File: config.mk
export PLATFORM = sky130hd
export DESIGN_NAME = vmaTop
export DESIGN_NICKNAME = d
export VERILOG_FILES = /design/src/hw/vmaPkg.sv /design/src/hw/pageCheck.sv /design/src/hw/pcFlags.sv /design/src/hw/vmaReg.sv /design/src/hw/vmaTop.sv
export SDC_FILE = /design/constraint.sdc
export NUM_CORES = 1
export LEC_CHECK = 0
export ABC_CLOCK_PERIOD_IN_PS = 3830
export BUFFER_PORTS_ARGS = -buffer_cell sky130_fd_sc_hd__buf_2
export CAP_MARGIN = 20
export CORE_AREA = 10 10 106 84
export DETAILED_ROUTE_END_ITERATION = 16
export DIE_AREA = 0 0 116 94
export GPL_TIMING_DRIVEN = 0
export PLACE_DENSITY = 0.9
export SYNTH_ARGS = -nofsm -noshare
export SYNTH_HDL_FRONTEND = slang
export SYNTH_SLANG_ARGS = --single-unit
File: constraint.sdc
create_clock -name clk -period 3.83 [get_ports clk]
set_input_delay 0.383 -clock clk [delete_from_list [all_inputs] [get_ports clk]]
set_output_delay 0.383 -clock clk [all_outputs]
set_load 0.01 [all_outputs]
File: src/hw/vmaPkg.sv
//////////////////////////////
// VMA stage shared definitions
// Widths, microword, dispatch and VMA bit positions, enums
//////////////////////////////

package vmaPkg;

   //////////////////////////////
   // Widths
   //////////////////////////////

   // Narrowed microword and dispatch word
   localparam int cromWidth = 21;
   localparam int dromWidth = 5;
   // Data path and VMA
   localparam int wordWidth = 36;
   localparam int addrWidth = 22;
   // Address field starts above the flag bits
   localparam int vmaAddrLo = 14;
   // Word offset inside a page
   localparam int pageOffsetBits = 9;
   localparam int cycleSelWidth = 2;
   localparam int specSelWidth = 3;

   //////////////////////////////
   // Microword fields
   //////////////////////////////

   localparam int cromMemCycle    = 0;
   localparam int cromLoadVma     = 1;
   localparam int cromARead       = 2;
   localparam int cromForceExec   = 3;
   localparam int cromFetchCycle  = 4;
   localparam int cromForceUser   = 5;
   localparam int cromPhysical    = 6;
   localparam int cromExtAddr     = 7;
   localparam int cromDpFunc      = 8;
   localparam int cromWait        = 9;
   localparam int cromBWrite      = 10;
   localparam int cromReadCycle   = 11;
   localparam int cromWrTestCycle = 12;
   localparam int cromWriteCycle  = 13;
   localparam int cromCacheInh    = 14;
   localparam int cromSpecEn      = 15;
   // Two-bit cycle source, then three-bit special function
   localparam int cromCycleSelLo  = 16;
   localparam int cromSpecSelLo   = 18;

   // Dispatch word fields
   localparam int dromVma         = 0;
   localparam int dromReadCycle   = 1;
   localparam int dromWrTestCycle = 2;
   localparam int dromWriteCycle  = 3;
   localparam int dromCondFunc    = 4;

   //////////////////////////////
   // VMA layout, shared with dp
   //////////////////////////////

   localparam int vmaUser     = 0;
   localparam int vmaExec     = 1;
   localparam int vmaFetch    = 2;
   localparam int vmaRead     = 3;
   localparam int vmaWrTest   = 4;
   localparam int vmaWrite    = 5;
   localparam int vmaExtd     = 6;
   localparam int vmaCacheInh = 7;
   localparam int vmaPhys     = 8;
   localparam int vmaPrev     = 9;
   localparam int vmaIo       = 10;
   localparam int vmaWru      = 11;
   localparam int vmaVect     = 12;
   localparam int vmaIoByte   = 13;

   // Memory cycle source
   typedef enum logic [cycleSelWidth-1:0] {
      cycMicro    = 2'd0,
      cycDataPath = 2'd1,
      cycDispatch = 2'd2,
      cycNone     = 2'd3
   } cycleSrcT;

   // Special function codes, upper codes unused
   typedef enum logic [specSelWidth-1:0] {
      specNone      = 3'd0,
      specClrCache  = 3'd1,
      specPrevious  = 3'd2,
      specLoadFlags = 3'd3
   } specSelT;

endpackage

File: src/hw/pageCheck.sv
//////////////////////////////
// Small page table
// Access check and page fail pulse
//////////////////////////////

`timescale 1ns/1ps

module pageCheck #(
   parameter int pageIndexBits = 4
) (
   input  logic                         clk,
   input  logic                         rst,
   input  logic                         clken,
   input  logic                         pageWrite,
   input  logic                         pageValid,
   input  logic                         pageWritable,
   input  logic                         pageUserOk,
   input  logic [pageIndexBits-1:0]     pageIndex,
   input  logic [vmaPkg::wordWidth-1:0] vmaOut,
   input  logic                         vmaLoad,
   output logic                         pageFail
);

   import vmaPkg::*;

   localparam int tableSize = 1 << pageIndexBits;
   // Page number sits above the word offset
   localparam int pageNumLo = vmaAddrLo + pageOffsetBits;

   //////////////////////////////
   // Page table
   //////////////////////////////

   logic [tableSize-1:0]     entryValid;
   logic [tableSize-1:0]     entryWritable;
   logic [tableSize-1:0]     entryUserOk;
   logic [pageIndexBits-1:0] lookupIndex;
   logic                     checkEn;
   logic                     writeAccess;
   logic                     fault;

   // Valid bits clear on reset
   always_ff @(posedge clk)
   begin
      if (rst)
      begin
         entryValid <= '0;
      end
      else if (clken && pageWrite)
      begin
         entryValid[pageIndex] <= pageValid;
      end
   end

   // Permission bits
   always_ff @(posedge clk)
   begin
      if (clken && pageWrite)
      begin
         entryWritable[pageIndex] <= pageWritable;
         entryUserOk[pageIndex]   <= pageUserOk;
      end
   end

   //////////////////////////////
   // Access check
   //////////////////////////////

   // Low bits of the page number
   assign lookupIndex = vmaOut[pageNumLo +: pageIndexBits];

   // Physical and io accesses bypass the table
   assign checkEn     = !vmaOut[vmaPhys] && !vmaOut[vmaIo];
   assign writeAccess = vmaOut[vmaWrite] || vmaOut[vmaWrTest];

   assign fault = !entryValid[lookupIndex] ||
                  (writeAccess && !entryWritable[lookupIndex]) ||
                  (vmaOut[vmaUser] && !entryUserOk[lookupIndex]);

   // One cycle after a load with a bad VMA
   always_ff @(posedge clk)
   begin
      if (rst)
      begin
         pageFail <= 1'b0;
      end
      else if (clken)
      begin
         pageFail <= vmaLoad && checkEn && fault;
      end
   end

endmodule

File: src/hw/pcFlags.sv
//////////////////////////////
// Processor flags register
// User and previous-context user
//////////////////////////////

`timescale 1ns/1ps

module pcFlags (
   input  logic                         clk,
   input  logic                         rst,
   input  logic                         clken,
   input  logic                         flagsLoad,
   input  logic [vmaPkg::cromWidth-1:0] crom,
   input  logic [vmaPkg::wordWidth-1:0] dp,
   output logic                         flagUser,
   output logic                         flagPcu
);

   import vmaPkg::*;

   specSelT specSel;
   logic    loadFlagsFn;
   logic    flagsStrobe;

   // Local decode of the load-flags special function
   assign specSel     = specSelT'(crom[cromSpecSelLo +: specSelWidth]);
   assign loadFlagsFn = crom[cromSpecEn] && (specSel == specLoadFlags);

   // Either the external strobe or microcode
   assign flagsStrobe = flagsLoad || loadFlagsFn;

   //////////////////////////////
   // Flag register
   //////////////////////////////

   always_ff @(posedge clk)
   begin
      if (rst)
      begin
         flagUser <= 1'b0;
         flagPcu  <= 1'b0;
      end
      else if (clken && flagsStrobe)
      begin
         // Same positions as the VMA user and prev bits
         flagUser <= dp[vmaUser];
         flagPcu  <= dp[vmaPrev];
      end
   end

endmodule

File: src/hw/vmaReg.sv
//////////////////////////////
// VMA register with address and flag load
// Memory cycle source select and load pulse
//////////////////////////////

`timescale 1ns/1ps

module vmaReg (
   input  logic                         clk,
   input  logic                         rst,
   input  logic                         clken,
   input  logic [vmaPkg::cromWidth-1:0] crom,
   input  logic [vmaPkg::dromWidth-1:0] drom,
   input  logic [vmaPkg::wordWidth-1:0] dp,
   input  logic                         cpuExec,
   input  logic                         prevEn,
   input  logic                         flagUser,
   input  logic                         flagPcu,
   input  logic                         pageFail,
   output logic [vmaPkg::wordWidth-1:0] vmaOut,
   output logic                         vmaLoad,
   output logic                         writeEn
);

   import vmaPkg::*;

   //////////////////////////////
   // Microword decode
   //////////////////////////////

   specSelT  specSel;
   cycleSrcT cycleSel;
   logic     cacheSweep;
   logic     selPrevious;
   logic     vmaEn;
   logic     memEn;
   logic     userNext;
   logic     readEn;
   logic     wrTestEn;
   logic     cacheInhEn;

   assign specSel  = specSelT'(crom[cromSpecSelLo +: specSelWidth]);
   assign cycleSel = cycleSrcT'(crom[cromCycleSelLo +: cycleSelWidth]);

   // Cache sweep and previous context never occur together
   assign cacheSweep  = crom[cromSpecEn] && (specSel == specClrCache);
   assign selPrevious = crom[cromSpecEn] && (specSel == specPrevious);

   // VMA load condition
   assign vmaEn = (crom[cromMemCycle] && crom[cromLoadVma]) ||
                  (crom[cromMemCycle] && crom[cromARead] && drom[dromVma]) ||
                  cacheSweep;

   // Memory enable for the cycle bits
   assign memEn = (crom[cromMemCycle] && crom[cromWait]) ||
                  (crom[cromMemCycle] && crom[cromBWrite] && drom[dromCondFunc]);

   // User bit from the microword rules
   assign userNext = (!crom[cromForceExec] && flagUser && !cpuExec) ||
                     (crom[cromFetchCycle] && flagUser) ||
                     (prevEn && flagPcu) ||
                     (selPrevious && flagPcu) ||
                     crom[cromForceUser];

   //////////////////////////////
   // Cycle source select
   //////////////////////////////

   always_comb
   begin
      readEn     = 1'b0;
      wrTestEn   = 1'b0;
      writeEn    = 1'b0;
      cacheInhEn = 1'b0;
      case (cycleSel)
         cycMicro:
         begin
            readEn     = crom[cromReadCycle];
            wrTestEn   = crom[cromWrTestCycle];
            writeEn    = crom[cromWriteCycle];
            cacheInhEn = crom[cromCacheInh];
         end
         cycDataPath:
         begin
            readEn     = dp[vmaRead];
            wrTestEn   = dp[vmaWrTest];
            writeEn    = dp[vmaWrite];
            cacheInhEn = dp[vmaCacheInh];
         end
         // Dispatch has no cache-inhibit bit
         cycDispatch:
         begin
            readEn   = drom[dromReadCycle];
            wrTestEn = drom[dromWrTestCycle];
            writeEn  = drom[dromWriteCycle];
         end
         // No cycle, everything stays low
         default:
         begin
            readEn = 1'b0;
         end
      endcase
   end

   //////////////////////////////
   // VMA register
   //////////////////////////////

   always_ff @(posedge clk)
   begin
      if (rst)
      begin
         vmaOut <= '0;
      end
      else
      begin
         // Address and flag part
         if (clken && vmaEn && !pageFail)
         begin
            vmaOut[vmaExec] <= 1'b0;
            vmaOut[vmaExtd] <= crom[cromExtAddr];
            vmaOut[vmaAddrLo +: addrWidth] <= dp[vmaAddrLo +: addrWidth];
            if (crom[cromDpFunc])
            begin
               // Flags straight from the data path
               vmaOut[vmaUser]   <= dp[vmaUser];
               vmaOut[vmaFetch]  <= dp[vmaFetch];
               vmaOut[vmaPhys]   <= dp[vmaPhys];
               vmaOut[vmaPrev]   <= dp[vmaPrev];
               vmaOut[vmaIo]     <= dp[vmaIo];
               vmaOut[vmaWru]    <= dp[vmaWru];
               vmaOut[vmaVect]   <= dp[vmaVect];
               vmaOut[vmaIoByte] <= dp[vmaIoByte];
            end
            else
            begin
               vmaOut[vmaUser]   <= userNext;
               vmaOut[vmaFetch]  <= crom[cromFetchCycle];
               vmaOut[vmaPhys]   <= crom[cromPhysical];
               vmaOut[vmaPrev]   <= prevEn || selPrevious;
               vmaOut[vmaIo]     <= 1'b0;
               vmaOut[vmaWru]    <= 1'b0;
               vmaOut[vmaVect]   <= 1'b0;
               vmaOut[vmaIoByte] <= 1'b0;
            end
         end
         // Cycle bits latch under the memory enable
         if (clken && memEn && !pageFail)
         begin
            vmaOut[vmaRead]     <= readEn;
            vmaOut[vmaWrTest]   <= wrTestEn;
            vmaOut[vmaWrite]    <= writeEn;
            vmaOut[vmaCacheInh] <= cacheInhEn;
         end
      end
   end

   // Load pulse, one cycle after the request, not gated by clken
   always_ff @(posedge clk)
   begin
      if (rst)
      begin
         vmaLoad <= 1'b0;
      end
      else
      begin
         vmaLoad <= vmaEn;
      end
   end

endmodule

File: src/hw/vmaTop.sv
//////////////////////////////
// VMA stage top level
//////////////////////////////

`timescale 1ns/1ps

module vmaTop #(
   parameter int pageIndexBits = 4
) (
   input  logic                         clk,
   input  logic                         rst,
   input  logic                         clken,
   input  logic [vmaPkg::cromWidth-1:0] crom,
   input  logic [vmaPkg::dromWidth-1:0] drom,
   input  logic [vmaPkg::wordWidth-1:0] dp,
   input  logic                         cpuExec,
   input  logic                         prevEn,
   input  logic                         flagsLoad,
   input  logic                         pageWrite,
   input  logic [pageIndexBits-1:0]     pageIndex,
   input  logic                         pageValid,
   input  logic                         pageWritable,
   input  logic                         pageUserOk,
   output logic [vmaPkg::wordWidth-1:0] vmaOut,
   output logic                         vmaLoad,
   output logic                         writeEn,
   output logic                         pageFail
);

   // Flags into the VMA
   logic flagUser;
   logic flagPcu;

   pcFlags u_pcFlags (
      .clk       (clk),
      .rst       (rst),
      .clken     (clken),
      .flagsLoad (flagsLoad),
      .crom      (crom),
      .dp        (dp),
      .flagUser  (flagUser),
      .flagPcu   (flagPcu)
   );

   vmaReg u_vmaReg (
      .clk      (clk),
      .rst      (rst),
      .clken    (clken),
      .crom     (crom),
      .drom     (drom),
      .dp       (dp),
      .cpuExec  (cpuExec),
      .prevEn   (prevEn),
      .flagUser (flagUser),
      .flagPcu  (flagPcu),
      .pageFail (pageFail),
      .vmaOut   (vmaOut),
      .vmaLoad  (vmaLoad),
      .writeEn  (writeEn)
   );

   // Fault feeds back to block further loads
   pageCheck #(
      .pageIndexBits (pageIndexBits)
   ) u_pageCheck (
      .clk          (clk),
      .rst          (rst),
      .clken        (clken),
      .pageWrite    (pageWrite),
      .pageValid    (pageValid),
      .pageWritable (pageWritable),
      .pageUserOk   (pageUserOk),
      .pageIndex    (pageIndex),
      .vmaOut       (vmaOut),
      .vmaLoad      (vmaLoad),
      .pageFail     (pageFail)
   );

endmodule

# [Word level (Yosys, flattened, before mapping)]
# Cells that the tools add are included.
[totals] reg_bits=87 input_bits=76 output_inout_bits=39
[op_classes] order_cmp=3 eq_ne=5 muxes=18 reduce_logical=47
[ops] cell="16-bit bitwise mux" count=3
[ops] cell="1-bit logical AND" count=26
[ops] cell="1-bit binary-select mux with 4-bit select" count=3
[ops] cell="1-bit logical OR" count=12
[ops] cell="4-bit by 5-bit < comparator with 1-bit output (second input constant)" count=2
[ops] cell="1-bit case mux with 3 select lines" count=3
[ops] cell="1-bit zero test" count=8
[ops] cell="3-bit by 2-bit == test with 1-bit output (second input constant)" count=2
[ops] cell="1-bit 2-to-1 mux" count=6
[ops] cell="6-bit 2-to-1 mux" count=1
[ops] cell="1-bit demux with 4-bit select" count=1
[ops] cell="4-bit by 1-bit greater-or-equal comparator with 1-bit output (second input constant)" count=1
[ops] cell="3-bit by 1-bit == test with 1-bit output (second input constant)" count=1
[ops] cell="2-bit by 1-bit == test with 1-bit output (second input constant)" count=1
[ops] cell="2-bit == test (second input constant)" count=1
[ops] cell="2-bit zero test" count=1
[ops] cell="1-bit case mux with 2 select lines" count=1

# [Longest topological paths before layout]
# Gate-level depths: netlist of run 1.
[depth] word_depth=8 mapped_depth=7 depth_no_buf=5

# [By module]
# From an unflattened synthesis of run 1, not the netlist that was laid out.
[hier_totals] cells_unflattened=331 area_unflattened_um2=3731.1
[modules_own_cells] module="pageCheck" instances=1 cells_each=158 area_each_um2=2094.5
[modules_own_cells] module="vmaReg" instances=1 cells_each=157 area_each_um2=1488.9
[modules_own_cells] module="pcFlags" instances=1 cells_each=16 area_each_um2=147.6

# [Least setup slack after synthesis of run 1]
# Ideal clock, no wire load.
[synth_timing] kind="register -> register" startpoint="register u_vmaReg.vmaOut[23] (netlist bit)" endpoint="register u_pageCheck.pageFail" setup_ps=117 arrival_ps=1783 path_slack_ps=1929 stages_incl_launch_ff=6 path_buffers=1 period_less_slack_ps=1901 path_cell_list="dfxtp_1 -> buf_6 -> mux4_2 -> a2111oi_0 -> nor2_1 -> a32o_1"
[synth_via] elab_chain_cells=7 elab_cells_between_ends=14
[synth_lines] element="start: declaration" line="vmaReg.sv:20" text="output logic [vmaPkg::wordWidth-1:0] vmaOut,"
[synth_lines] element="start signal: indexed assignment" line="vmaReg.sv:121" text="vmaOut[vmaExtd] <= crom[cromExtAddr];"
[synth_lines] element="start signal: indexed assignment" line="vmaReg.sv:122" text="vmaOut[vmaAddrLo +: addrWidth] <= dp[vmaAddrLo +: addrWidth];"
[synth_lines] element="start signal: indexed assignment" line="vmaReg.sv:126" text="vmaOut[vmaUser] <= dp[vmaUser];"
[synth_lines] element="1-bit binary-select mux with 4-bit select" line="pageCheck.sv:77" text="(writeAccess && !entryWritable[lookupIndex]) ||"
[synth_lines] element="1-bit 2-to-1 mux (implied by the code)" line="pageCheck.sv:77"
[synth_lines] element="1-bit zero test" line="pageCheck.sv:77"
[synth_lines] element="1-bit logical AND" line="pageCheck.sv:77"
[synth_lines] element="1-bit logical OR" line="pageCheck.sv:76" text="assign fault = !entryValid[lookupIndex] ||"
[synth_lines] element="1-bit logical OR (*)" line="pageCheck.sv:77"
[synth_lines] element="1-bit logical AND (*)" line="pageCheck.sv:89" text="pageFail <= vmaLoad && checkEn && fault;"
[synth_lines] element="end signal: assignment" line="pageCheck.sv:89"
[synth_lines] element="end: declaration" line="pageCheck.sv:21" text="output logic pageFail"
# Every way passes the cells marked *; elsewhere a longest branch is shown, timed or not. The select of a mux whose other input is x is not followed.
# A chain may end at the register's enable or synchronous reset.

# [Worst setup path in the final report of run 1]
# Ends and elaborated chain as after synthesis.

==> summary.md, run 1 <==
| Metric | Value |
|---|---|
| Part of the total power dissipated in sequential elements | a little over half |
| DRC violations left | 0 |
| Maximum vdd drop | 0.0002371 V |
| Worst setup EP type | flip-flop |
| Root cell of the clock tree | sky130_fd_sc_hd__clkbuf_8 |
| Post-DP HPWL | approximately 7600 µm |
| Postcts setup bufs | 0 |
| DR pass1 iterations | 5 |
| # setup viols final | 0 |
| Number of flip-flops and latches in the synthesized netlist | 87 |
| DR iter-0 viols | about 230 |
| Buffer depth of the longest clock path | 2 |
| Vias in the first global route | 3299 |
| Share of post-route cells with drive strength above 1 | between 20% and 30% |
| Maximum single-stage delay on the critical path | ~530 ps |
| Height of the chip | ~94 µm |
| Number of buffers inserted during clock tree synthesis | 9 |
| Share of async-settable or async-resettable flops after synthesis | 0% |
| Number of levels the H-tree was split into | 3 |
| Internal power | around 0.0014 W |
| Max Cap Violations | 0 |
| Met3 track utilization from global routing | between 6 and 7% |
| Count of filler cells inserted in the layout | roughly 530 |
| Max-slew violation total from the final report | 0 |
| Total power divided by cell area | approximately 420 nW/µm² |
| Fraction of the yosys area taken by sequential cells | a little under three fifths |
| Worst Path Required | 4100 ps |
| Total Routing Usage GR | between 10% and 20% |
| Maximum number of pins on one net before global-route repair | 17 |
| First-pass GRT wire length | approximately 16000 µm |
| Number of logic stages on the critical path including buffering | 5 |
| Slack of the worst reg-to-reg path | between 1500 and 2000 ps |
| Synth Net Count | approximately 430 |
| Syn. warnings | 0 |
| Destination of the worst register-to-register timing path | u_pageCheck.pageFail |
| Slew at the pin closest to its max-slew limit | approximately 600 ps |
| Vias per cell | about 5.7 |
| Synthesis-to-finish area growth | 23.86% |
| Global routing usage on met1 | 20.26% |
| Insertion delay to the later sink of the worst-skew pair | about 370 ps |
| Cell-by-cell listing of the critical path | buf_6 -> mux4_2 -> a2111oi_0 -> nor2_1 -> a32o_1 |
| Crit-path leading delay family | compound AO/OA/AOI/OAI gates |
| Detailed Route WL | a little over 10000 µm |
| Power Total | roughly 0.0019 W |
| Worst min path class | primary input to flip-flop |
| Period minus WS final | 2111 ps |
| Number of core rows | 26 |
| Standard cell core area | slightly below 7000 µm² |
| Crit path capture | u_pageCheck.pageFail |
| Final Skew | 8.594 ps |
| Total vias in the final route | approximately 3200 |
| Proportion of power drawn by combinational gates | around a tenth |
| Hold path cells | 3 |
| Type of element launching the critical path | flip-flop |
| Sw Ratio | 24.78% |
| Slowest cell on the critical path | sky130_fd_sc_hd__mux4_2 |
| Leakage power figure | roughly 1.8 nW |
| Arr. time, crit path | ~2400 ps |
| Netlist cell types | 40 |
| Gr busiest metal | met2 |
| Number of standard cells after synthesis | between 300 and 400 |
| Clock Power Share | between 30% and 40% |
| Critical path start-end classification | flip-flop to flip-flop |
| Reg-to-Reg Start | u_vmaReg.vmaOut[23] |
| Hold-fix buffers, CTS | 0 |
| Slew Limit Headroom | about three fifths |
| Effective utilization at floorplan | between 50 and 60% |
| Worst path buffer plus inverter count | 1 |
| CTS tree | built |
| Post-route clock period utilization | between 50% and 60% |
| Die width | around 120 µm |
| Reported net switching power | 0.0004613 W |
| Launch point of the critical path | u_vmaReg.vmaOut[23] |
| Remaining antenna violation count after routing | 0 |
| Clock sinks | 87 |
| Detail-routed net length per standard cell | ~18 µm |
| Final net count | around 550 |
| Largest fanout on the critical path | 10 |
| Die Outline Area | around 11000 µm² |
| Top_reg_cell synth | sky130_fd_sc_hd__dfxtp_1 |
| R2R depth | 5 |
| Setup repair after global routing missed its margin | no |
| Total gr overflow | 0 |
| Global placement routability congestion | 0.8451 |
| Met2 Track Usage GR | between 30% and 40% |
| PostCTS Resize Cnt | 0 |
| Setup TNS | 0 ps |
| Count of flip-flops with a built-in enable after synthesis | 32 |
| Netlist Area Pre-Place | 3613 µm² |
| CTS clk-pin slew, worst paths | 90 ps |
| Highest clock rate | around 0.47 GHz |
| Final Hold Viols | 0 |
| Mean area per synthesized cell | 10.32 µm² |
| Antenna violations before repair | 1 |
| Run status | completed |
| Input/output buffers | between 100 and 150 |
| Boundary pin count | ~120 |
-- placed cells by master (no fill, tap or decap), types with 8 or more instances in the layout --
| cell type | netlist | routed |
|---|---|---|
| sky130_fd_sc_hd__buf_2 | 4 | 112 |
| sky130_fd_sc_hd__nand2_1 | 75 | 75 |
| sky130_fd_sc_hd__dfxtp_1 | 55 | 55 |
| sky130_fd_sc_hd__a21oi_1 | 45 | 45 |
| sky130_fd_sc_hd__nor2_1 | 34 | 34 |
| sky130_fd_sc_hd__edfxtp_1 | 32 | 32 |
| sky130_fd_sc_hd__o21ai_0 | 18 | 18 |
| sky130_fd_sc_hd__mux2i_1 | 15 | 15 |
| sky130_fd_sc_hd__clkbuf_1 | 13 | 13 |
| sky130_fd_sc_hd__clkbuf_8 | 0 | 11 |
| sky130_fd_sc_hd__mux4_1 | 8 | 8 |
-- synth_stat cells, types with 2 or more instances --
master | instances | share of area [%]
sky130_fd_sc_hd__nand2_1 | 75 | 7.8
sky130_fd_sc_hd__dfxtp_1 | 55 | 30
sky130_fd_sc_hd__a21oi_1 | 45 | 6.2
sky130_fd_sc_hd__nor2_1 | 34 | 3.5
sky130_fd_sc_hd__edfxtp_1 | 32 | 27
sky130_fd_sc_hd__o21ai_0 | 18 | 2.5
sky130_fd_sc_hd__mux2i_1 | 15 | 4.2
sky130_fd_sc_hd__clkbuf_1 | 13 | 1.4
sky130_fd_sc_hd__mux4_1 | 8 | 5.8
sky130_fd_sc_hd__a211oi_1 | 4 | 0.83
sky130_fd_sc_hd__buf_2 | 4 | 0.55
sky130_fd_sc_hd__inv_1 | 4 | 0.42
sky130_fd_sc_hd__nand3_1 | 4 | 0.55
sky130_fd_sc_hd__nor3_1 | 4 | 0.55
sky130_fd_sc_hd__mux4_2 | 3 | 1.9
sky130_fd_sc_hd__nand4b_1 | 3 | 0.73
sky130_fd_sc_hd__buf_1 | 2 | 0.21
sky130_fd_sc_hd__mux2_2 | 2 | 0.62
sky130_fd_sc_hd__nand2b_1 | 2 | 0.35
sky130_fd_sc_hd__nor2b_1 | 2 | 0.35
sky130_fd_sc_hd__o211ai_1 | 2 | 0.42
-- worst min-delay path: stages --
cell and delay, ps:
sky130_fd_sc_hd__buf_2 90, sky130_fd_sc_hd__nand2_1 40, sky130_fd_sc_hd__a21oi_1 50
-- state kept, by name (all words and copies together) (netlist names) --
| signal | flops |
|---|---|
| u_pcFlags.flagUser | 1 |
| u_pageCheck.entryUserOk | 16 |
| u_pageCheck.entryValid | 16 |
| u_vmaReg.vmaOut | 35 |
| u_pageCheck.pageFail | 1 |
| u_pcFlags.flagPcu | 1 |
| u_pageCheck.entryWritable | 16 |
| u_vmaReg.vmaLoad | 1 |
-- area by class of cell --
cell class / count / area, µm² / area share [%]
inverters: 5 / 18.77 / 0.4193
flip-flops and latches: 87 / 2062 / 46.07
clock inverters: 5 / 62.56 / 1.398
clock buffers: 11 / 151.4 / 3.383
multi-input cells: 237 / 1438 / 32.12
diodes: 1 / 2.502 / 0.05591
repair buffers: 108 / 540.5 / 12.08
plain buffers: 21 / 95.09 / 2.125
well taps: 84 / 105.1 / 2.348
-- stage by stage --
stage	hold WS (ps)	setup slack, ps	utilization, %	instance area [µm²]	instances
floorplan	448.6	1929	-	3613	350
global placement	436.9	1812	62.94	4259	542
detailed placement	447.2	1732	62.94	4259	542
CTS	228.7	1709	66.11	4473	558
global route	241.0	1582	66.14	4476	559
finish	241.0	1719	66.14	4476	559
-- cells by family after synthesis --
kind of cell	share of synthesized area, %
other	0.1038
DFF	57.06
buffers and inverters	3.151
muxes	12.47
AOI/OAI and AO/OA	11.70
and+or+nand+nor	15.51
-- layer usage --
metal	routed length, µm	share of wire (%)	up-vias
met5	0	0	-
met4	238	2.4	0
met3	941	9.3	23
met2	5121	51	164
met1	3811	38	1493
li1	-	-	1480
-- worst min-delay path by stage --
stage                                     from                    endpoint
CTS                                     dp[14]         u_vmaReg.vmaOut[14]
global placement           u_vmaReg.vmaOut[11]         u_vmaReg.vmaOut[11]
global route                            dp[22]         u_vmaReg.vmaOut[22]
floorplan           u_pageCheck.entryValid[13]  u_pageCheck.entryValid[13]
finish                                  dp[14]         u_vmaReg.vmaOut[14]
detailed placement         u_vmaReg.vmaOut[13]         u_vmaReg.vmaOut[13]
-- power groups by stage --
stage / Clock [W] / Sequential [W] / Combinational (W)
4_1_cts: 0.000688 / 0.000994 / 0.000186
5_1_grt: 0.000716 / 0.000997 / 0.000204
3_5_place_dp: 0 / 0.00102 / 0.000184
2_1_floorplan: 0 / 0.00102 / 0.0000855
3_3_place_gp: 0 / 0.00101 / 0.000177
6_report: 0.000682 / 0.000995 / 0.000185
(Power assumes the default switching activity.)
==> inputs of run 2 (changes only) <==
ABC_CLOCK_PERIOD_IN_PS = 1800   (was 3830)
CORE_AREA = 10 10 114 90   (was 10 10 106 84)
DIE_AREA = 0 0 124 100   (was 0 0 116 94)
PLACE_DENSITY = 0.82   (was 0.9)
clock period = 1.8 ns   (was 3.83 ns; I/O delays follow)
==> run 2 against run 1 <==
The flow now finishes with violations (negative setup slack). Wire length is 4.7% higher. Total power is 120% higher. Core utilization is 9.4 points lower. Flip-flop and latch count stayed put. Non-clock buffer count is 8 higher. Sequential share of layout area is 1.4 points lower. Global-route usage is 2.0 points lower. Via count is 0.54% lower. Register-to-register slack worse by 1800 ps. Cell area is 3.5% higher. Die area is 14% higher. Critical path depth is 2 higher. Critical endpoint unchanged. Highest routed layer unchanged.
==> summary.md, run 2 (synthesis gave the netlist of run 1 again) <==
| Metric | Value |
|---|---|
| Standard cell core area | 8164 µm² (was 6766 µm²) |
| Violations in the final reports | negative setup slack |
| Slack of the worst reg-to-reg path | -50 ps (was 1720 ps) |
| Max-slew violation total from the final report | 0 (unchanged) |
| Maximum vdd drop | 0.0007533 V (was 0.0002371 V) |
| DR pass1 iterations | 5 (unchanged) |
| Effective utilization at floorplan | 44.26% (was 53.40%) |
| Final Skew | 6.737 ps (was 8.594 ps) |
| Slew at the pin closest to its max-slew limit | 689.0 ps (was 603.7 ps) |
| DR iter-0 viols | 190 (was 225) |
| Detail-routed net length per standard cell | 17.95 µm (was 18.09 µm) |
| Synthesis-to-finish area growth | 28.15% (was 23.86%) |
| Root cell of the clock tree | sky130_fd_sc_hd__clkbuf_8 (unchanged) |
| Period minus WS final | 1851 ps (was 2111 ps) |
| Hold-fix buffers, CTS | 0 (unchanged) |
| Most common library cell in the layout ignoring fill and taps | sky130_fd_sc_hd__buf_2 (unchanged) |
| Sw Ratio | 24.18% (was 24.78%) |
| Part of the total power dissipated in sequential elements | 50.9% (was 53.4%) |
| Setup TNS | -50.89 ps (was 0 ps) |
| Highest clock rate | 0.5403 GHz (was 0.4737 GHz) |
| Total power divided by cell area | 897.7 nW/µm² (was 415.9 nW/µm²) |
| Largest fanout on the critical path | 8 (was 10) |
| Clock sinks | 87 (unchanged) |
| Final worst setup slack | -50.89 ps (was 1719 ps) |
| Reported net switching power | 0.001005 W (was 0.0004613 W) |
| Vias in the first global route | 3174 (was 3299) |
| Type of element launching the critical path | flip-flop (unchanged) |
| Placed inst area | 4300 µm² (was 4259 µm²) |
| Number of levels the H-tree was split into | 3 (unchanged) |
| Final Hold Viols | 0 (unchanged) |
| Global placement routability congestion | 0.8518 (was 0.8451) |
| Setup repair after global routing missed its margin | yes (was no) |
| Worst min path class | primary input to flip-flop (unchanged) |
| Worst setup EP type | flip-flop (unchanged) |
| CTS tree | built (unchanged) |
| Tightest hold margin | 36.51 ps (was 241.0 ps) |
| Remaining antenna violation count after routing | 0 (unchanged) |
| Number of core rows | 29 (was 26) |
| Post-route clock period utilization | 102.8% (was 55.12%) |
| Height of the chip | 100 µm (was 94 µm) |
| Clock Power Share | 38.9% (was 36.6%) |
| Vias per cell | 5.327 (was 5.653) |
| Total gr overflow | 0 (unchanged) |
| Arr. time, crit path | 2110 ps (was 2380 ps) |
| Buffer depth of the longest clock path | 2 (unchanged) |
| Proportion of power drawn by combinational gates | 10.1% (was 10.0%) |
| Post-route design area | 4631 µm² (was 4476 µm²) |
| Post-DP HPWL | 7739 µm (was 7568 µm) |
| Register with the most flip-flops | u_vmaReg.vmaOut (unchanged) |
| Leading cell types in the layout, fill and taps excluded | sky130_fd_sc_hd__buf_2, sky130_fd_sc_hd__nand2_1, sky130_fd_sc_hd__dfxtp_1, sky130_fd_sc_hd__a21oi_1, sky130_fd_sc_hd__nor2_1 (unchanged) |
| Internal power | 0.003152 W (was 0.001400 W) |
| Number of buffers inserted during clock tree synthesis | 9 (unchanged) |
| Placement-stage worst setup slack | -109.7 ps (was 1732 ps) |
| Final antenna diode count | 0 (was 1) |
| Input/output buffers | 108 (unchanged) |
| Leakage power figure | 1.824 nW (was 1.779 nW) |
| Detailed Route WL | 10590 µm (was 10110 µm) |
| Die width | 124 µm (was 116 µm) |
| Run status | finished, violations left (was completed) |
| CTS clk-pin slew, worst paths | 90 ps (about the same) |
| Boundary pin count | 115 (unchanged) |
| Flip-flop count of the largest register, all copies and words added | 35 (unchanged) |
| Final net count | 553 (was 545) |
| Antenna violations before repair | 0 (was 1) |
| Critical path start-end classification | flip-flop to flip-flop (unchanged) |
| First-pass GRT wire length | 15900 µm (was 15720 µm) |
| Die Outline Area | 12400 µm² (was 10900 µm²) |
| Insertion delay to the later sink of the worst-skew pair | 370 ps (about the same) |
| Slew Limit Headroom | 53.71% (was 59.45%) |
| Worst Path Required | 2060 ps (was 4100 ps) |
| Maximum number of pins on one net before global-route repair | 17 (unchanged) |
| Share of post-route cells with drive strength above 1 | 32.37% (was 29.11%) |
| Max Cap Violations | 0 (unchanged) |
| DRC violations left | 0 (unchanged) |
| Total vias in the final route | 3143 (was 3160) |
| # setup viols final | 1 (was 0) |
| Total Routing Usage GR | 16.17% (was 18.21%) |
| Count of filler cells inserted in the layout | 699 (was 534) |
==> run 2: cell count changes in the layout (fill, tap and decap cells not counted), moves of 3 or more <==
cell / change
sky130_fd_sc_hd__o21ai_1: +3
sky130_fd_sc_hd__mux4_2: +5
sky130_fd_sc_hd__buf_4: +6
sky130_fd_sc_hd__mux4_1: -5
sky130_fd_sc_hd__o21ai_0: -3
==> run 2: worst max-delay path, stage by stage, from the launching register on <==
cell                        delay [ps]
sky130_fd_sc_hd__dfxtp_4           380
sky130_fd_sc_hd__buf_12            150
sky130_fd_sc_hd__buf_6             110
sky130_fd_sc_hd__mux4_2            340
sky130_fd_sc_hd__nand2_2            80
sky130_fd_sc_hd__a2111oi_4         350
sky130_fd_sc_hd__nor2_1             80
sky130_fd_sc_hd__a32o_1            250
==> run 2: per-stage QoR <==
stage          std cells  util [%]  power (W)
2_1_floorplan        350         -   0.002356
3_3_place_gp         566     52.67   0.002537
3_5_place_dp         566     52.67   0.002554
4_1_cts              589     56.69   0.004161
5_1_grt              590     56.72   0.004296
6_report             590     56.72   0.004157
==> run 2: repair_timing <==
item / in CTS / in global routing
setup endpoints to repair: 1 / 1
resized for setup: 13 / 4
endpoints found under the hold margin: 0 / 0
pin swaps: 4 / 1
setup buffers: 7 / 1
==> run 2: final timing paths <==
| check | from | endpoint | cells after the start |
|---|---|---|---|
| worst max-delay path | u_vmaReg.vmaOut[23] | u_pageCheck.pageFail | 7 |
| worst min-delay path | dp[23] | u_vmaReg.vmaOut[23] | 3 |
| worst max register to register | u_vmaReg.vmaOut[23] | u_pageCheck.pageFail | 7 |
| worst min register to register | u_vmaReg.vmaOut[18] | u_vmaReg.vmaOut[18] | 2 |
==> run 2: layer usage <==
layer / GRT usage, % / share of wire (%)
met1: 18.59 / 38
met2: 28.06 / 51
met3: 4.823 / 8.6
met4: 5.389 / 2.1
met5: 0 / 0
==> run 2: area by class of cell <==
type	instances	area (µm²)	area share, %
Buffer	21	103.9	2.243
Clock buffer	10	148.9	3.215
Clock inverter	6	97.59	2.108
Inverter	5	21.27	0.4593
Multi-Input combinational cell	237	1446	31.23
Sequential cell	87	2069	44.69
Tap cell	108	135.1	2.918
Timing Repair Buffer	116	608.1	13.13
==> run 2: power by group through the flow <==
stage               Clock (W)  Combinational, W  Sequential (W)
floorplan                   0          0.000182         0.00217
global placement            0          0.000380         0.00216
detailed placement          0          0.000394         0.00216
CTS                   0.00163          0.000414         0.00212
global route          0.00171          0.000458         0.00212
finish                0.00162          0.000421         0.00212
==> inputs of run 3 (changes only) <==
CORE_AREA = 10 10 121 96   (was 10 10 114 90)
DIE_AREA = 0 0 131 106   (was 0 0 124 100)
PLACE_DENSITY = 0.74   (was 0.82)
==> run 3 against run 2 <==
Critical path depth decreased by 2. First-iteration DRC count increased by 42%. Total power increased by 9.0%. The flow still finishes with violations (negative setup slack). Hold slack improved by 25 ps. Critical path type unchanged.
==> summary.md, run 3 (synthesis gave the netlist of run 1 again) <==
| Metric | Value |
|---|---|
| Final net count | 551 (was 553) |
| Standard cell core area | 9348 µm² (was 8164 µm²) |
| Root cell of the clock tree | sky130_fd_sc_hd__clkbuf_16 (was sky130_fd_sc_hd__clkbuf_8) |
| Worst setup EP type | flip-flop (unchanged) |
| Buffer depth of the longest clock path | 2 (unchanged) |
| Boundary pin count | 115 (unchanged) |
| Synthesis-to-finish area growth | 31.65% (was 28.15%) |
| Setup repair after global routing missed its margin | yes (unchanged) |
| Total Routing Usage GR | 15.50% (was 16.17%) |
| Final worst setup slack | -103.9 ps (was -50.89 ps) |
| Register with the most flip-flops | u_vmaReg.vmaOut (unchanged) |
| Slowest cell on the critical path | sky130_fd_sc_hd__mux4_2 (was sky130_fd_sc_hd__dfxtp_4) |
| Die Outline Area | 13890 µm² (was 12400 µm²) |
| Detail-routed net length per standard cell | 17.55 µm (was 17.95 µm) |
| Leakage power figure | 1.862 nW (was 1.824 nW) |
| Cell-by-cell listing of the critical path | buf_12 -> mux4_2 -> a2111oi_4 -> nor2_1 -> a32o_1 (was buf_12 -> buf_6 -> mux4_2 -> nand2_2 -> a2111oi_4 -> nor2_1 -> a32o_1) |
| Worst path buffer plus inverter count | 1 (was 2) |
| Hold-fix buffers, CTS | 0 (unchanged) |
| Part of the total power dissipated in sequential elements | 46.8% (was 50.9%) |
| Internal power | 0.003445 W (was 0.003152 W) |
| Max Cap Violations | 0 (unchanged) |
| Placed inst area | 4330 µm² (was 4300 µm²) |
| Reg-to-Reg Start | u_vmaReg.vmaOut[23] (unchanged) |
| Antenna violations before repair | 1 (was 0) |
| Max-slew violation total from the final report | 0 (unchanged) |
| Number of buffers inserted during clock tree synthesis | 9 (unchanged) |
| Maximum number of pins on one net before global-route repair | 17 (unchanged) |
| DR iter-0 viols | 269 (was 190) |
| Height of the chip | 106 µm (was 100 µm) |
| Effective utilization at floorplan | 38.66% (was 44.26%) |
| Maximum single-stage delay on the critical path | 550 ps (was 380 ps) |
| Total vias in the final route | 3144 (was 3143) |
| Vias in the first global route | 3235 (was 3174) |
| Vias per cell | 5.129 (was 5.327) |
| Most common library cell in the layout ignoring fill and taps | sky130_fd_sc_hd__buf_2 (unchanged) |
| Worst Path Required | 2040 ps (was 2060 ps) |
| Crit path capture | u_pageCheck.pageFail (unchanged) |
| Detailed Route WL | 10760 µm (was 10590 µm) |
| CTS tree | built (unchanged) |
| Clock sinks | 87 (unchanged) |
| Flip-flop count of the largest register, all copies and words added | 35 (unchanged) |
| Arr. time, crit path | 2140 ps (was 2110 ps) |
| R2R depth | 5 (was 7) |
| CTS clk-pin slew, worst paths | 70 ps (was 90 ps) |
| DRC violations left | 0 (unchanged) |
| Slew Limit Headroom | 57.59% (was 53.71%) |
| Clock Power Share | 43.9% (was 38.9%) |
| Largest fanout on the critical path | 5 (was 8) |
| Sw Ratio | 23.94% (was 24.18%) |
| Total power divided by cell area | 952.2 nW/µm² (was 897.7 nW/µm²) |
| Run status | finished, violations left (unchanged) |
| Destination of the worst register-to-register timing path | u_pageCheck.pageFail (unchanged) |
| Input/output buffers | 108 (unchanged) |
| Insertion delay to the later sink of the worst-skew pair | 340 ps (was 370 ps) |
| DR pass1 iterations | 5 (unchanged) |
| Leading cell types in the layout, fill and taps excluded | sky130_fd_sc_hd__buf_2, sky130_fd_sc_hd__nand2_1, sky130_fd_sc_hd__dfxtp_1, sky130_fd_sc_hd__a21oi_1, sky130_fd_sc_hd__nor2_1 (unchanged) |
| Final Hold Viols | 0 (unchanged) |
| Slack of the worst reg-to-reg path | -100 ps (was -50 ps) |
| Post-route clock period utilization | 105.8% (was 102.8%) |
| Critical path start-end classification | flip-flop to flip-flop (unchanged) |
| Post-DP HPWL | 7855 µm (was 7739 µm) |
| Crit-path leading delay family | compound AO/OA/AOI/OAI gates (unchanged) |
| Number of core rows | 31 (was 29) |
| Die width | 131 µm (was 124 µm) |
| Worst min path class | primary input to flip-flop (unchanged) |
| Number of logic stages on the critical path including buffering | 5 (was 7) |
| Post-route design area | 4757 µm² (was 4631 µm²) |
| Count of filler cells inserted in the layout | 843 (was 699) |
| Number of levels the H-tree was split into | 3 (unchanged) |
| Slew at the pin closest to its max-slew limit | 631.3 ps (was 689.0 ps) |
| Share of post-route cells with drive strength above 1 | 32.08% (was 32.37%) |
| Type of element launching the critical path | flip-flop (unchanged) |
| Maximum vdd drop | 0.0005279 V (was 0.0007533 V) |
| First-pass GRT wire length | 16840 µm (was 15900 µm) |
| Reported net switching power | 0.001085 W (was 0.001005 W) |
| Final Skew | 4.982 ps (was 6.737 ps) |
| Launch point of the critical path | u_vmaReg.vmaOut[23] (unchanged) |
| # setup viols final | 1 (unchanged) |
| Placement-stage worst setup slack | -123.6 ps (was -109.7 ps) |
| Violations in the final reports | negative setup slack (unchanged) |
| Total gr overflow | 0 (unchanged) |
| Global placement routability congestion | 0.8338 (was 0.8518) |
| Period minus WS final | 1904 ps (was 1851 ps) |
| Proportion of power drawn by combinational gates | 9.4% (was 10.1%) |
| Remaining antenna violation count after routing | 0 (unchanged) |
| Highest clock rate | 0.5252 GHz (was 0.5403 GHz) |
| Setup TNS | -103.9 ps (was -50.89 ps) |
==> run 3: cell count changes in the layout (fill, tap and decap cells not counted), sizes merged <==
cell and change:
clkinvlp +1, bufinv -1, clkinv -1, bufbuf +1
buf -3, inv +1, diode +1
==> run 3: timing repair <==
action | CTS | global route
buffers inserted | 4 | 1
gates cloned | 1 | 0
pin swaps | 3 | 1
setup endpoints to repair | 1 | 1
resized for setup | 17 | 0
==> run 3: worst min path at each step <==
stage	slack [ps]	endpoint	start	cells after the start
final	60	u_vmaReg.vmaOut[23]	dp[23]	3
after global routing	60	u_vmaReg.vmaOut[20]	dp[20]	3
after floorplan	280	u_pageCheck.entryUserOk[0]	pageUserOk	0
after detailed placement	420	u_vmaReg.vmaOut[23]	dp[23]	3
after global placement	410	u_vmaReg.vmaOut[23]	dp[23]	3
after CTS	60	u_vmaReg.vmaOut[23]	dp[23]	3
==> run 3: power groups by stage <==
stage                     combinational [W]  sequential (W)  clock, W
after floorplan                    0.000182         0.00217         0
after global placement             0.000384         0.00216         0
after detailed placement           0.000396         0.00216         0
after CTS                          0.000420         0.00212   0.00201
after global routing               0.000463         0.00212   0.00211
final                              0.000425         0.00212   0.00199
==> run 3: layer usage <==
metal	global-route usage, %	vias to the layer above	wire (µm)
li1	-	1498	-
met1	18.69	1499	4350
met2	25.58	134	5436
met3	4.816	13	801
met4	5.388	0	174
met5	0	-	0
==> run 3: through the flow <==
stage | power (W) | instances | utilization [%] | hold WS, ps
2_1_floorplan | 0.002356 | 350 | - | 278.9
3_3_place_gp | 0.002542 | 590 | 46.33 | 414.1
3_5_place_dp | 0.002557 | 590 | 46.33 | 418.9
4_1_cts | 0.004544 | 611 | 50.78 | 56.57
5_1_grt | 0.004696 | 613 | 50.89 | 64.48
6_report | 0.004530 | 613 | 50.89 | 61.89
==> run 3: cell type report <==
class,instances,area [µm²],share of cell area (%)
clock buffer,10,250.2,5.260
antenna,1,2.502,0.05260
sequential,87,2069,43.50
buffer,21,106.4,2.236
multi-input combinational,237,1459,30.67
clock inverter,6,70.07,1.473
tap,132,165.2,3.472
inverter,5,23.77,0.4997
timing repair buffer,114,610.6,12.84
==> run 3: worst register-to-register path, cell delays in order (launching register included) <==
cell	delay (ps)
sky130_fd_sc_hd__dfxtp_4	390
sky130_fd_sc_hd__buf_12	130
sky130_fd_sc_hd__mux4_2	550
sky130_fd_sc_hd__a2111oi_4	400
sky130_fd_sc_hd__nor2_1	90
sky130_fd_sc_hd__a32o_1	250
